**config.mk**
```make
export PLATFORM = sky130hd
export DESIGN_NAME = cacheRegs
export DESIGN_NICKNAME = d
export VERILOG_FILES = /design/src/hw/memPkg.sv /design/src/hw/cacheRegs.sv
export SDC_FILE = /design/constraint.sdc
export NUM_CORES = 1
export LEC_CHECK = 0
export ABC_AREA = 1
export BUFFER_PORTS_ARGS = -buffer_cell sky130_fd_sc_hd__buf_2
export CAP_MARGIN = 15
export CORE_AREA = 4 4 138 87
export CTS_CLUSTER_SIZE = 24
export DETAILED_ROUTE_END_ITERATION = 8
export DIE_AREA = 0 0 142 91
export HOLD_SLACK_MARGIN = 0.03
export PLACE_DENSITY = 0.73
export SYNTH_ARGS = -nofsm -noshare
export SYNTH_HDL_FRONTEND = slang
export SYNTH_SLANG_ARGS = --single-unit
```
**constraint.sdc**
```tcl
create_clock -name clk -period 2.8 [get_ports clk]
set_input_delay 0.42 -clock clk [delete_from_list [all_inputs] [get_ports clk]]
set_output_delay 0.42 -clock clk [all_outputs]
set_load 0.01 [all_outputs]
```
**src/hw/memPkg.sv**
```systemverilog
`default_nettype none

package memPkg;

  // backing memory timing and depth
  localparam int MemWaitCycles = 3;
  localparam int MemWords = 4096;
  // accepting edge to valid pulse
  localparam int MemLatency = MemWaitCycles + 2;

  // direct-mapped cache geometry
  localparam int LineWords = 4;
  localparam int CacheLines = 16;

  // address and data widths
  typedef logic [31:0] byteAddr_t;
  typedef logic [31:0] word_t;
  // byte address bits 13:2
  typedef logic [11:0] wordIdx_t;
  // bits 7:4
  typedef logic [3:0] lineIdx_t;
  // bits 3:2
  typedef logic [1:0] wordOff_t;
  // bits 13:8
  typedef logic [5:0] tag_t;
  typedef logic [31:0] count_t;
  typedef logic [3:0] regAddr_t;
  // wait counter inside the backing memory
  typedef logic [$clog2(MemLatency)-1:0] memCount_t;

  // register map
  localparam regAddr_t RegCtrl = 4'h0;
  localparam regAddr_t RegHits = 4'h4;
  localparam regAddr_t RegMisses = 4'h8;

  // axi4-lite response codes
  localparam logic [1:0] AxiRespOkay = 2'b00;
  localparam logic [1:0] AxiRespSlvErr = 2'b10;

  // request side, held until valid
  typedef struct packed {
    logic re;
    logic we;
    byteAddr_t addr;
    word_t wdata;
  } memReq_t;

  typedef struct packed {
    logic valid;
    word_t rdata;
  } memResp_t;

  // master-driven axi4-lite signals
  typedef struct packed {
    logic awvalid;
    regAddr_t awaddr;
    logic wvalid;
    word_t wdata;
    logic [3:0] wstrb;
    logic bready;
    logic arvalid;
    regAddr_t araddr;
    logic rready;
  } axiLiteReq_t;

  // slave-driven axi4-lite signals
  typedef struct packed {
    logic awready;
    logic wready;
    logic bvalid;
    logic [1:0] bresp;
    logic arready;
    logic rvalid;
    word_t rdata;
    logic [1:0] rresp;
  } axiLiteResp_t;

  // flush is a single-cycle pulse
  typedef struct packed {
    logic enable;
    logic flush;
  } cacheCtrl_t;

  typedef struct packed {
    logic hit;
    logic miss;
  } cacheEvents_t;

  typedef enum logic [1:0] {MEM_IDLE, MEM_REQUESTED, MEM_RETRIEVED} memState_t;

  typedef enum logic [2:0] {
    CACHE_IDLE,
    CACHE_LOOKUP,
    CACHE_FILL,
    CACHE_WRITE,
    CACHE_RESPOND
  } cacheState_t;

endpackage

`default_nettype wire

```
**src/hw/cacheRegs.sv**
```systemverilog
`default_nettype none

module cacheRegs
  import memPkg::*;
(
  input  logic         clk,
  input  logic         reset,
  input  axiLiteReq_t  axiReq,
  output axiLiteResp_t axiResp,
  output cacheCtrl_t   cacheCtrl,
  input  cacheEvents_t cacheEvents
);

  logic       wrFire;
  logic       rdFire;
  logic       wrMapped;
  logic       rdMapped;
  logic       bvalidReg;
  logic       rvalidReg;
  logic [1:0] brespReg;
  logic [1:0] rrespReg;
  word_t      rdataReg;
  word_t      rdMux;
  logic       enableReg;
  logic       flushReg;
  logic       clearHits;
  logic       clearMisses;
  count_t     hitCount;
  count_t     missCount;

  // address and data taken together, one response in flight
  assign wrFire = axiReq.awvalid && axiReq.wvalid && !bvalidReg;
  assign rdFire = axiReq.arvalid && !rvalidReg;

  assign wrMapped = (axiReq.awaddr == RegCtrl) || (axiReq.awaddr == RegHits) ||
                    (axiReq.awaddr == RegMisses);

  // any write to a counter clears it
  assign clearHits   = wrFire && (axiReq.awaddr == RegHits);
  assign clearMisses = wrFire && (axiReq.awaddr == RegMisses);

  // read decode, unmapped reads give 0
  always_comb
  begin
    rdMux    = '0;
    rdMapped = 1'b1;
    case (axiReq.araddr)
      RegCtrl:
        // flush always reads back 0
        rdMux = {30'b0, 1'b0, enableReg};
      RegHits:
        rdMux = hitCount;
      RegMisses:
        rdMux = missCount;
      default:
        rdMapped = 1'b0;
    endcase
  end

  always_ff @(posedge clk)
  begin
    if (reset)
    begin
      enableReg <= 1'b0;
      flushReg  <= 1'b0;
      bvalidReg <= 1'b0;
      rvalidReg <= 1'b0;
    end
    else
    begin
      // cache starts in bypass
      if (wrFire && axiReq.awaddr == RegCtrl)
        enableReg <= axiReq.wdata[0];
      // write-one flush becomes a single pulse
      flushReg <= wrFire && (axiReq.awaddr == RegCtrl) && axiReq.wdata[1];
      // responses hold until accepted
      if (wrFire)
        bvalidReg <= 1'b1;
      else if (axiReq.bready)
        bvalidReg <= 1'b0;
      if (rdFire)
        rvalidReg <= 1'b1;
      else if (axiReq.rready)
        rvalidReg <= 1'b0;
    end
  end

  // response payload
  always_ff @(posedge clk)
  begin
    if (wrFire)
      brespReg <= wrMapped ? AxiRespOkay : AxiRespSlvErr;
    if (rdFire)
    begin
      rdataReg <= rdMux;
      rrespReg <= rdMapped ? AxiRespOkay : AxiRespSlvErr;
    end
  end

  // clear wins over a same-cycle event
  always_ff @(posedge clk)
  begin
    if (reset || clearHits)
      hitCount <= '0;
    else if (cacheEvents.hit)
      hitCount <= hitCount + 1'b1;
    if (reset || clearMisses)
      missCount <= '0;
    else if (cacheEvents.miss)
      missCount <= missCount + 1'b1;
  end

  assign axiResp.awready = wrFire;
  assign axiResp.wready  = wrFire;
  assign axiResp.bvalid  = bvalidReg;
  assign axiResp.bresp   = brespReg;
  assign axiResp.arready = rdFire;
  assign axiResp.rvalid  = rvalidReg;
  assign axiResp.rdata   = rdataReg;
  assign axiResp.rresp   = rrespReg;

  assign cacheCtrl.enable = enableReg;
  assign cacheCtrl.flush  = flushReg;

endmodule

`default_nettype wire

```
Word level (Yosys, flattened, before mapping)
Index checks and enable logic that the tools add are counted.
- add/sub/neg operators: 2
- equality and inequality tests: 4
- muxes and demuxes: 8
- reductions and logical operators: 18
- operator list (kind ; count):
    $pmux W32 S3 ; 1
    $add A32 B1 Y32 const B ; 2
    $eq A4 B3 Y1 const B ; 2
    $eq A4 B4 Y1 const B ; 2
    $logic_not A4 Y1 ; 2
    $logic_and A1 B1 Y1 ; 7
    $mux W1 ; 5
    $logic_or A1 B1 Y1 ; 4
    $mux W2 ; 2
    $reduce_bool A2 Y1 ; 2
    $reduce_or A3 Y1 ; 1
    $logic_not A1 Y1 ; 2
- bits in registers: 104
- input port bits: 53
- word-level logic and storage cells: 41

Logic depth before layout (Yosys ltp)
- depth in word-level cells: 4
- depth in mapped cells: 9
- gate-level depth less buffers: 9

Worst setup path before layout
OpenSTA, ideal clock, no wires.
- kind: input to output
- from: in axiReq[5] (netlist name)
- to: out axiResp[35] (netlist name)
- data arrival time: 2.229 ns
- data required time: 2.380 ns
- path slack: 0.151 ns
- cell stages on the path: 3
- path buffers: 1
- cells stage by stage: inv_1 -> nor2_1 -> buf_4
- cells in the longest elaborated chain, start to end: 1
- RTL lines (what ; RTL line ; source):
    start: declaration ; cacheRegs.sv:8 ; input axiLiteReq_t axiReq,
    $logic_and A1 B1 Y1 ; cacheRegs.sv:33 ; assign rdFire = axiReq.arvalid && !rvalidReg;
    end: declaration ; cacheRegs.sv:9 ; output axiLiteResp_t axiResp,
Every way passes these cells.

==> results by group <==
Run status
  – Status: finished clean

Setup path
  – Crit-path max FO: 12
  – CP arrival: 1.32 ns
  – CP Cell Sequence: nor2_4 -> buf_2
  – Slowest-stage cell, CP: nor2_4
  – Worst Path Buf+Inv: 1
  – Worst setup EP type: primary output
  – CP Launch Type: flip-flop
  – Crit-path max cell delay: 0.39 ns
  – Crit-path leading delay family: simple AND/OR/NAND/NOR gates
  – WS Path Type: reg -> out
  – Data required, critical path: 2.38 ns

Global routing
  – GRT overflow: 0
  – First-pass GRT wire length: 22.5 mm
  – Initial antenna violation count: 0
  – GRT Util Overall: 21.8%
  – Largest net degree at the start of global routing: 33
  – Vias in the first global route: 4,544

Logic synthesis
  – Main synth FF type: dfxtp_1
  – Post-synth EDFFs: 34
  – Yosys reg bits: 102
  – Yosys cell types: 33
  – Register area share after synthesis: 45.0%
  – Mean Syn Cell Area: 7.25 µm²
  – Synth top area cells: dfxtp_1 (26%), edfxtp_1 (19%), nand2_1 (11%)
  – Post-synth top area cell: dfxtp_1
  – Yosys warning count: 0
  – Gate Count Post-Synth: 729
  – Yosys top cell area share: 25.7%
  – Ys async rst share: 0%
  – Synth Cell Area: 0.00529 mm²

Power
  – Combinational share of power: 5.4%
  – Net Sw Power: 0.000679 W
  – Max VDD drop: 0.000383 V
  – Leakage power: 2.23 nW
  – Clock share of power: 42.3%
  – Switching share of power: 22.6%
  – Seq pwr share: 52.3%
  – Internal power: 0.00233 W
  – Pwr per Cell Area: 503 mW/mm²

Finish
  – P&R area growth vs syn: 13.1%
  – Top flop regs: hitCount: 32 flops, missCount: 32 flops, rdataReg: 32 flops
  – Ant. Diodes: 0
  – Fraction of layout cells with a size suffix above 1: 14.2%
  – Nets: 840
  – Design Area, Final: 0.00598 mm²
  – Filler cells: 998

CTS
  – Setup bufs post-CTS: 0
  – Clk slew on worst S/H paths: 0.07 ns
  – CTS buffer count: 9
  – TritonCTS clock tree: done
  – Cts hold-fix bufs: 0
  – Root buf cell: clkbuf_16
  – Max H-tree Level: 3
  – # clock sinks: 102
  – # resized after CTS: 0
  – Clk buf depth: 2
  – Worst-skew pair later-pin latency: 0.35 ns

Detailed routing
  – Residual DRC: 0
  – Wire per inst: 15.0 µm
  – Routed via count: 4,970
  – Vias per std cell: 5.35
  – TritonRoute pass-1 iters: 7
  – WL final: 13.9 mm
  – Antenna viol nets, final: 0
  – 1st-iter DRT viols: 477

STA
  – Period utilisation layout: 62.0%
  – Setup TNS: 0 ns
  – Fmax: 576 MHz
  – Final setup fails: 0
  – Max Slew Vio Count: 0
  – Worst Tran Pin Value: 0.550 ns
  – Tmin final: 1.74 ns
  – Clock skew: 0.0107 ns
  – RSZ-0062 raised after global routing: false
  – Final Hold Viols: 0
  – Rel. slew slack: 63.3%

Floorplan
  – Starting Density: 50.1%
  – Width of the die: 142 µm
  – Ports: 96
  – Height of the die: 91 µm
  – Core Region: 0.0106 mm²
  – Cell row count: 29
  – Die area: 0.0129 mm²

Hold path
  – Hold Path Class: in -> reg

Place
  – DP Area: 0.00569 mm²
  – Buffers added on ports: 59
  – Routability cong.: 0.899
  – Post-DP HPWL: 10.6 mm

Flow run
  – Max Cap Viol: 0
## power by group through the flow
stage	sequential [W]	clock, W	combinational (W)
2_1_floorplan	0.00162	0	0.0000833
3_3_place_gp	0.00160	0	0.000157
4_1_cts	0.00157	0.00129	0.000162
3_5_place_dp	0.00161	0	0.000162
6_report	0.00157	0.00127	0.000162
5_1_grt	0.00157	0.00135	0.000179
## final timing paths
| check | start | cells past startpoint | end | slack, ns |
|---|---|---|---|---|
| setup / recovery | rvalidReg | 2 | axiResp[35] | 1.06 |
| hold / removal | reset | 2 | bvalidReg | 0.23 |
| setup reg to reg | hitCount[1] | 8 | hitCount[14] | 1.20 |
| hold reg to reg | enableReg | 2 | enableReg | 0.49 |
## synth_stat cells, drive strengths merged (2+ instances only)
library cell and number:
dfxtp 68, edfxtp 34, nor2 158, inv 100, nand2 160, xor2 9, nand3b 2, buf 16
ha 2, nor3 16, o21ai 23, clkbuf 5, nand3 66, nor3b 3, a21oi 31, nand4 14
o22ai 18
## per-layer routing
layer	part of all wire, %	vias up	routed length, µm	GRT usage, %
li1	-	2445	-	-
met2	41	248	5720	32.2
met3	11	13	1510	4.99
met4	1.0	0	144	4.39
met1	47	2264	6530	32.7
met5	0	-	0	0
## final cells by class
class / count / area (µm²) / area share (%)
Multi-Input combinational cell: 507 / 2410 / 40.4
Tap cell: 139 / 174 / 2.91
Clock inverter: 3 / 43.8 / 0.732
Timing Repair Buffer: 65 / 340 / 5.69
Inverter: 100 / 375 / 6.28
Sequential cell: 102 / 2380 / 39.8
Clock buffer: 13 / 250 / 4.18
## through the flow
stage | hold slack (ns) | setup WS, ns | cells | util (%) | total power, W
6_report | 0.231 | 1.06 | 929 | 56.6 | 0.00301
5_1_grt | 0.230 | 0.990 | 929 | 56.6 | 0.00311
4_1_cts | 0.225 | 1.05 | 929 | 56.6 | 0.00303
3_5_place_dp | 0.478 | 0.956 | 913 | 53.8 | 0.00177
3_3_place_gp | 0.473 | 0.980 | 913 | 53.8 | 0.00176
2_1_floorplan | 0.437 | 0.151 | 730 | - | 0.00170
## cell usage in the layout, fill, tap and decap left out, types with 11 or more instances in the layout
master      n
nor3_1     12
buf_2      59
nor2_1    139
nand2_1   156
dfxtp_1    68
o22ai_1    18
inv_1      97
edfxtp_1   34
a21oi_1    31
nand4_1    14
nand3_1    64
o21ai_0    22
nor2_4     11
## logic make-up (layout without fill, tap and decap cells)
family / after synthesis / after routing / synth area share (%)
AO/OA/AOI/OAI: 74 / 74 / 7.55
other: 1 / 2 / 0.0709
AND/OR/NAND/NOR: 420 / 420 / 35.8
adder cells (fa/ha/maj): 2 / 2 / 0.473
flip-flops: 102 / 102 / 45.0
buffers and inverters: 121 / 181 / 9.53
XOR/XNOR: 9 / 9 / 1.49
Note: power is estimated with default switching activity, not from simulation.
