`src/hw/memPkg.sv`:
```
`default_nettype none

package memPkg;

  // backing memory timing and depth
  localparam int MemWaitCycles = 3;
  localparam int MemWords = 4096;
  // accepting edge to valid pulse
  localparam int MemLatency = MemWaitCycles + 2;

  // direct-mapped cache geometry
  localparam int LineWords = 4;
  localparam int CacheLines = 16;

  // address and data widths
  typedef logic [31:0] byteAddr_t;
  typedef logic [31:0] word_t;
  // byte address bits 13:2
  typedef logic [11:0] wordIdx_t;
  // bits 7:4
  typedef logic [3:0] lineIdx_t;
  // bits 3:2
  typedef logic [1:0] wordOff_t;
  // bits 13:8
  typedef logic [5:0] tag_t;
  typedef logic [31:0] count_t;
  typedef logic [3:0] regAddr_t;
  // wait counter inside the backing memory
  typedef logic [$clog2(MemLatency)-1:0] memCount_t;

  // register map
  localparam regAddr_t RegCtrl = 4'h0;
  localparam regAddr_t RegHits = 4'h4;
  localparam regAddr_t RegMisses = 4'h8;

  // axi4-lite response codes
  localparam logic [1:0] AxiRespOkay = 2'b00;
  localparam logic [1:0] AxiRespSlvErr = 2'b10;

  // request side, held until valid
  typedef struct packed {
    logic re;
    logic we;
    byteAddr_t addr;
    word_t wdata;
  } memReq_t;

  typedef struct packed {
    logic valid;
    word_t rdata;
  } memResp_t;

  // master-driven axi4-lite signals
  typedef struct packed {
    logic awvalid;
    regAddr_t awaddr;
    logic wvalid;
    word_t wdata;
    logic [3:0] wstrb;
    logic bready;
    logic arvalid;
    regAddr_t araddr;
    logic rready;
  } axiLiteReq_t;

  // slave-driven axi4-lite signals
  typedef struct packed {
    logic awready;
    logic wready;
    logic bvalid;
    logic [1:0] bresp;
    logic arready;
    logic rvalid;
    word_t rdata;
    logic [1:0] rresp;
  } axiLiteResp_t;

  // flush is a single-cycle pulse
  typedef struct packed {
    logic enable;
    logic flush;
  } cacheCtrl_t;

  typedef struct packed {
    logic hit;
    logic miss;
  } cacheEvents_t;

  typedef enum logic [1:0] {MEM_IDLE, MEM_REQUESTED, MEM_RETRIEVED} memState_t;

  typedef enum logic [2:0] {
    CACHE_IDLE,
    CACHE_LOOKUP,
    CACHE_FILL,
    CACHE_WRITE,
    CACHE_RESPOND
  } cacheState_t;

endpackage

`default_nettype wire

```
`src/hw/cacheController.sv`:
```
`default_nettype none

module cacheController
  import memPkg::*;
(
  input  logic         clk,
  input  logic         reset,
  input  memReq_t      cpuReq,
  output memResp_t     cpuResp,
  output memReq_t      memReq,
  input  memResp_t     memResp,
  input  cacheCtrl_t   cacheCtrl,
  output cacheEvents_t cacheEvents
);

  cacheState_t state;
  cacheState_t nextState;

  // line storage
  tag_t                  tagArr  [CacheLines];
  word_t                 dataArr [CacheLines][LineWords];
  logic [CacheLines-1:0] validArr;

  lineIdx_t lineIdx;
  wordOff_t wordOff;
  tag_t     reqTag;
  logic     lineHit;
  logic     directAccess;
  logic     useCache;
  logic     flushPending;
  logic     flushNow;
  wordOff_t fillOff;
  logic     fillLast;

  // request fields, stable for the whole access
  assign lineIdx = cpuReq.addr[7:4];
  assign wordOff = cpuReq.addr[3:2];
  assign reqTag  = cpuReq.addr[13:8];
  assign lineHit = validArr[lineIdx] && (tagArr[lineIdx] == reqTag);

  // writes and bypassed reads make a single memory access
  assign directAccess = cpuReq.we || (cpuReq.re && !cacheCtrl.enable);

  // a pulse seen in IDLE acts at once, otherwise it waits
  assign flushNow = cacheCtrl.flush || flushPending;
  assign fillLast = (fillOff == wordOff_t'(LineWords - 1));

  always_ff @(posedge clk)
  begin
    if (reset)
      state <= CACHE_IDLE;
    else
      state <= nextState;
  end

  always_comb
  begin
    nextState = state;
    case (state)
      CACHE_IDLE:
        if (directAccess)
          nextState = CACHE_WRITE;
        else if (cpuReq.re)
          nextState = CACHE_LOOKUP;
      CACHE_LOOKUP:
        nextState = lineHit ? CACHE_RESPOND : CACHE_FILL;
      CACHE_FILL:
        // whole line in before answering
        if (memResp.valid && fillLast)
          nextState = CACHE_RESPOND;
      CACHE_WRITE:
        // also carries bypassed reads
        if (memResp.valid)
          nextState = CACHE_IDLE;
      CACHE_RESPOND:
        nextState = CACHE_IDLE;
      default:
        nextState = CACHE_IDLE;
    endcase
  end

  always_ff @(posedge clk)
  begin
    if (reset)
    begin
      flushPending <= 1'b0;
      validArr     <= '0;
      fillOff      <= '0;
      useCache     <= 1'b0;
    end
    else
    begin
      // remember a flush that arrives mid-access
      if (state == CACHE_IDLE)
        flushPending <= 1'b0;
      else if (cacheCtrl.flush)
        flushPending <= 1'b1;
      // invalidate everything, or mark a completed fill
      if (state == CACHE_IDLE && flushNow)
        validArr <= '0;
      else if (state == CACHE_FILL && memResp.valid && fillLast)
        validArr[lineIdx] <= 1'b1;
      // fill always starts at word 0
      if (state == CACHE_LOOKUP)
        fillOff <= '0;
      else if (state == CACHE_FILL && memResp.valid)
        fillOff <= fillOff + 1'b1;
      // enable sampled once per access
      if (state == CACHE_IDLE)
        useCache <= cacheCtrl.enable;
    end
  end

  always_ff @(posedge clk)
  begin
    if (state == CACHE_FILL && memResp.valid)
    begin
      dataArr[lineIdx][fillOff] <= memResp.rdata;
      if (fillLast)
        tagArr[lineIdx] <= reqTag;
    end
    // write-through, resident word kept in step
    if (state == CACHE_WRITE && memResp.valid && cpuReq.we && useCache && lineHit)
      dataArr[lineIdx][wordOff] <= cpuReq.wdata;
  end

  // memory side
  always_comb
  begin
    memReq = '0;
    case (state)
      CACHE_IDLE:
        // forwarded in the same cycle, bypass latency stays at one access
        if (directAccess)
          memReq = cpuReq;
      CACHE_WRITE:
        memReq = cpuReq;
      CACHE_FILL:
      begin
        memReq.re   = 1'b1;
        memReq.addr = {cpuReq.addr[31:4], fillOff, 2'b00};
      end
      default:
        memReq = '0;
    endcase
  end

  // processor side
  assign cpuResp.valid = (state == CACHE_RESPOND) || (state == CACHE_WRITE && memResp.valid);
  assign cpuResp.rdata = (state == CACHE_RESPOND) ? dataArr[lineIdx][wordOff] : memResp.rdata;

  // events only from a cached read lookup
  assign cacheEvents.hit  = (state == CACHE_LOOKUP) && lineHit;
  assign cacheEvents.miss = (state == CACHE_LOOKUP) && !lineHit;

endmodule

`default_nettype wire

```
`config.mk`:
```
export PLATFORM = sky130hd
export DESIGN_NAME = cacheController
export DESIGN_NICKNAME = d
export VERILOG_FILES = /design/src/hw/memPkg.sv /design/src/hw/cacheController.sv
export SDC_FILE = /design/constraint.sdc
export NUM_CORES = 2
export LEC_CHECK = 0
export BUFFER_PORTS_ARGS = -buffer_cell sky130_fd_sc_hd__buf_2
export CAP_MARGIN = 20
export CORE_ASPECT_RATIO = 0.7
export CORE_UTILIZATION = 60
export CTS_CLUSTER_DIAMETER = 120
export DETAILED_ROUTE_END_ITERATION = 12
export GPL_ROUTABILITY_DRIVEN = 1
export PLACE_DENSITY = 0.77
export SLEW_MARGIN = 20
export SYNTH_ARGS = -nofsm -noshare
export SYNTH_HDL_FRONTEND = slang
export SYNTH_SLANG_ARGS = --single-unit
```
`constraint.sdc`:
```
create_clock -name clk -period 8.4 [get_ports clk]
set_input_delay 1.68 -clock clk [delete_from_list [all_inputs] [get_ports clk]]
set_output_delay 1.68 -clock clk [all_outputs]
set_load 0.02 [all_outputs]
```
# --- Yosys cells after proc, flatten, opt, wreduce, memory -nomap -nowiden ---
# Memory sizes are Yosys's and may differ from the RTL's.
# Index checks and enable logic that the tools add are counted.
word_totals:
  romBits: 0
  inputBits: 103
  n_memories: 2
  wordCells: 337
  mem_bits_rw: 2144
  latch_bits: 0
  reg_bits: 23
  output_inout_bits: 101
memory_table:
  columns: ["memory", "depth", "width", "read_ports", "rd_clocked_by_memory_dff", "wr", "line_no", "rtl"]
  rows:
  - ["dataArr", 16, 128, 1, 0, 1, "cacheController.sv:21", "word_t dataArr [CacheLines][LineWords];"]
  - ["tagArr", 16, 6, 1, 0, 1, "cacheController.sv:20", "tag_t tagArr [CacheLines];"]
classes:
  bitwise_logic: 131
  n_reduce_logical: 25
  n_mux: 158
  shift: 0
  n_addsub: 1
  n_div: 0
  n_mul: 0
  magnitude_cmp: 6
  n_eq_ne: 9
ops:
  columns: ["cell", "n"]
  rows:
  - ["two-way mux 128 bit", 2]
  - ["two-way mux 32 bit", 5]
  - ["two-way mux 1 bit", 135]
  - ["demux 32 bit (select 2 bit)", 2]
  - ["bitwise OR 1 bit", 128]
  - ["case mux 32 bit (3 select lines)", 1]
  - ["two-way mux 66 bit", 1]
  - ["binary-select mux 32 bit (select 2 bit)", 1]
  - ["case mux 32 bit (2 select lines)", 1]
  - ["bitwise OR 16 bit", 1]
  - ["logical AND 1 bit", 15]
  - ["two-way mux 3 bit", 5]
  - ["case mux 3 bit (4 select lines)", 1]
  - ["equality test 3 x 2 -> 1 bit (second input constant)", 2]
  - ["equality test 6 bit", 1]
  - [">= comparator 3 bit (second input constant)", 2]
  - ["< comparator 3 x 1 -> 1 bit (second input constant)", 2]
  - ["inverter 2 -> 3 bit", 2]
  - ["OR reduction 2 bit", 3]
  - ["< comparator 4 x 5 -> 1 bit (second input constant)", 1]
  - ["binary-select mux 1 bit (select 4 bit)", 1]
  - ["demux 1 bit (select 4 bit)", 1]
  - [">= comparator 4 x 1 -> 1 bit (second input constant)", 1]
  - ["!= test 2 bit (second input constant)", 2]
  - ["other kinds (11)", 14]

# --- Logic depth before layout (Yosys ltp) ---
logic_depth:
  ltp_word: 8
  mapped_depth: 13
  depth_no_buf: 7

# --- Least setup slack after synthesis ---
# OpenSTA, ideal clock, no wires.
synth_path:
  kind: "input -> output"
  start: "in cpuReq[37] (netlist name)"
  end: "out cpuResp[19] (netlist name)"
  t_arrival_ps: 4580
  setup_slack_ps: 2140
  path_stages: 9
  required_time_ps: 6720
  n_path_buf: 5
  cell_sequence: "buf_2 > buf_2 > buf_1 > clkbuf_1 > buf_1 > mux4_2 > mux4_2 > mux4_2 > mux2_2"
synth_rtl:
  columns: ["element", "line_no", "rtl"]
  rows:
  - ["start: declaration", "cacheController.sv:8", "input memReq_t cpuReq,"]
  - ["end: declaration", "cacheController.sv:9", "output memResp_t cpuResp,"]

==> run summary <==
Tightest Pin Transition = 1.19 ns
Buffers on Ports = 203
Synth async-reset ratio = 0%
Clock tree buffer depth = 3
Crit path time final = 7.11 ns
Post-Syn Nets = 3682
RSZ-0062 raised after global routing = false
DP Cell Count = 5572
Multi-input logic area = 20300 µm²
CTS tree = yes
I/O pin cnt = 204
Power density over cell area = 234 nW/µm²
Core area = 141000 µm²
Syn. warnings = 0
LEAKAGE = 29.8 nW
Max-slew violation count = 0
Final period util = 84.7%
DRC viols = 0
Setup TNS = 0 ns
Fin util = 68.0%
Nets@finish = 3998
Std-Cell Rows = 115
Skew final = 0.0520 ns
Die span in y = 318 µm
Pin count of the biggest net entering global routing = 105
GPL Wtd Cong = 0.892
Main flop type after synthesis = edfxtp_1
Chip width = 453 µm
Initial antenna violation count = 21
Yosys top cell area share = 75.4%
Layout cells sized above 1 = 35.5%
Post-CTS Setup Bufs = 0
Area leader, netlist = edfxtp_1
Max VDD drop = 253 µV
DR iter-0 viols = 7300
CP endpoint kind = output port
Gate Count Post-Synth = 3575
Count of different cell masters after synthesis = 50
Die ar. = 144000 µm²
Non-Filler Instances = 5941
Slew margin rel. = 20.8%
Achievable frequency = 0.141 GHz
Outcome = finished clean
DRT Pass-1 Iters = 8
Avg Inst Size Synth = 23.9 µm²
Crit Path Category = input port to output port
WP data arrival = 5.43 ns
Area contributors post-synth = edfxtp_1 (75%), mux4_2 (18%), mux2_1 (1.1%), mux2_2 (0.94%), dfxtp_1 (0.54%)
# setup viols final = 0
Worst-Skew Late Latency = 0.88 ns
Vias per inst = 7.25
Post-Syn Area = 85400 µm²
Gr ovfl total = 0
Worst Hold Slack = 0.470 ns
Maximum capacitance violations = 0
Sink Count = 2167
Number of synthesized flops with an enable pin = 2144
Hold Buf Count CTS = 0
WL final = 239000 µm
Routed Antenna Nets = 0
Final-report hold violation count = 0
Tot Pwr = 0.0224 W
Synth Register Bits = 2167
GRT Total Usage = 33.8%
Initial core utilization = 60.6%
Worst Path Required = 6.72 ns
First-pass GRT wire length = 331000 µm
Cts repair resizes = 0
Part of the Yosys area used for sequential elements = 75.9%
Crit path launch type = input port
Dpl hpwl = 139000 µm
Reg area = 64800 µm²
Routed WL per cell = 40.2 µm
# fillers = 8104
Total number of vias = 43100
Worst-path clk slew = 0.06 ns
Root Buffer = clkbuf_16
Number of buffers created by CTS = 189
Vias in the first global route = 42400
Layout Area Growth over Synthesis = 12.2%
CP max FO = 68
Worst Hold Class = register to register
CTS H-tree depth = 4
per-layer routing:
layer / part of all wire, % / GRT usage, %
met4: 5.2 / 15.7
met3: 15 / 10.8
met1: 34 / 47.4
met2: 45 / 49.0
met5: 0.031 / 0
stage by stage:
step                      setup WS, ns  instance area [µm²]
after floorplan                   2.14                85400
after detailed placement          1.38                89700
final                             1.29                95800
after global placement            1.32                89700
after CTS                         1.31                95700
after global routing              1.06                95700
worst max-delay path, stage by stage:
cell	delay, ns
buf_8	0.61
buf_4	0.53
mux2i_1	0.29
o21ai_0	0.15
nor3_1	0.27
a21oi_1	0.08
o32a_1	0.42
nor4_1	0.85
and2_1	0.27
buf_2	0.18
flip-flops by register name, summed over array words and instances, names as in the netlist:
signal,flops
validArr,16
tagArr,96
fillOff,2
dataArr,2048
state,3
useCache,1
flushPending,1
worst paths after layout:
check             slack [ns]           from                to  cells past startpoint
setup reg to reg        3.89  tagArr[15][1]  dataArr[14][102]                      8
setup / recovery        1.29     cpuReq[36]    cacheEvents[1]                     10
hold / removal          0.47       useCache          useCache                      2
hold reg to reg         0.47       useCache          useCache                      2
layout by cell type, fill, tap and decap left out, types with 28 or more instances in the layout:
| cell | instances |
|---|---|
| clkinv_1 | 54 |
| and2_1 | 63 |
| nand2_1 | 32 |
| edfxtp_1 | 2144 |
| mux2_2 | 71 |
| buf_2 | 199 |
| mux4_2 | 694 |
| clkbuf_1 | 36 |
| mux2_1 | 80 |
| a21oi_4 | 64 |
| nor2_1 | 63 |
| diode_2 | 28 |
| clkbuf_16 | 190 |
| buf_4 | 104 |
synthesized netlist by cell type (all sizes together) (7+ instances only):
cell	instances
mux2i	17
nand2	34
mux4	694
and2	63
dfxtp	23
buf	96
edfxtp	2144
a21oi	70
nor2	65
o21ai	12
nor4	7
mux2	163
nor3	9
nand3	8
clkbuf	106
power breakdown:
| part | leakage, nW | internal (W) | switching [W] |
|---|---|---|---|
| Combinational | 7.43 | 0.000644 | 0.00120 |
| Clock | 2.90 | 0.00463 | 0.00398 |
| Sequential | 19.5 | 0.0119 | 0.0000354 |
layout make-up:
cell class / count / area share [%]
clock inverter: 115 / 1.14
clock buffer: 226 / 5.11
inverter: 6 / 0.0235
multi-input combinational: 1200 / 21.2
sequential: 2167 / 67.7
tap: 1872 / 2.45
antenna: 28 / 0.0732
timing repair buffer: 327 / 2.34
cells by family (layout without fill, tap and decap cells):
logic type / after synthesis / after routing / synth area share [%]
buf+inv: 208 / 674 / 1.17
xor+xnor: 9 / 9 / 0.0923
other cells: 0 / 28 / 0
simple gates: 215 / 215 / 1.39
mux: 874 / 874 / 20.7
fa+ha+maj: 4 / 4 / 0.0586
flops: 2167 / 2167 / 75.9
compound gates: 98 / 98 / 0.636
Note: power is estimated with default switching activity, not from simulation.
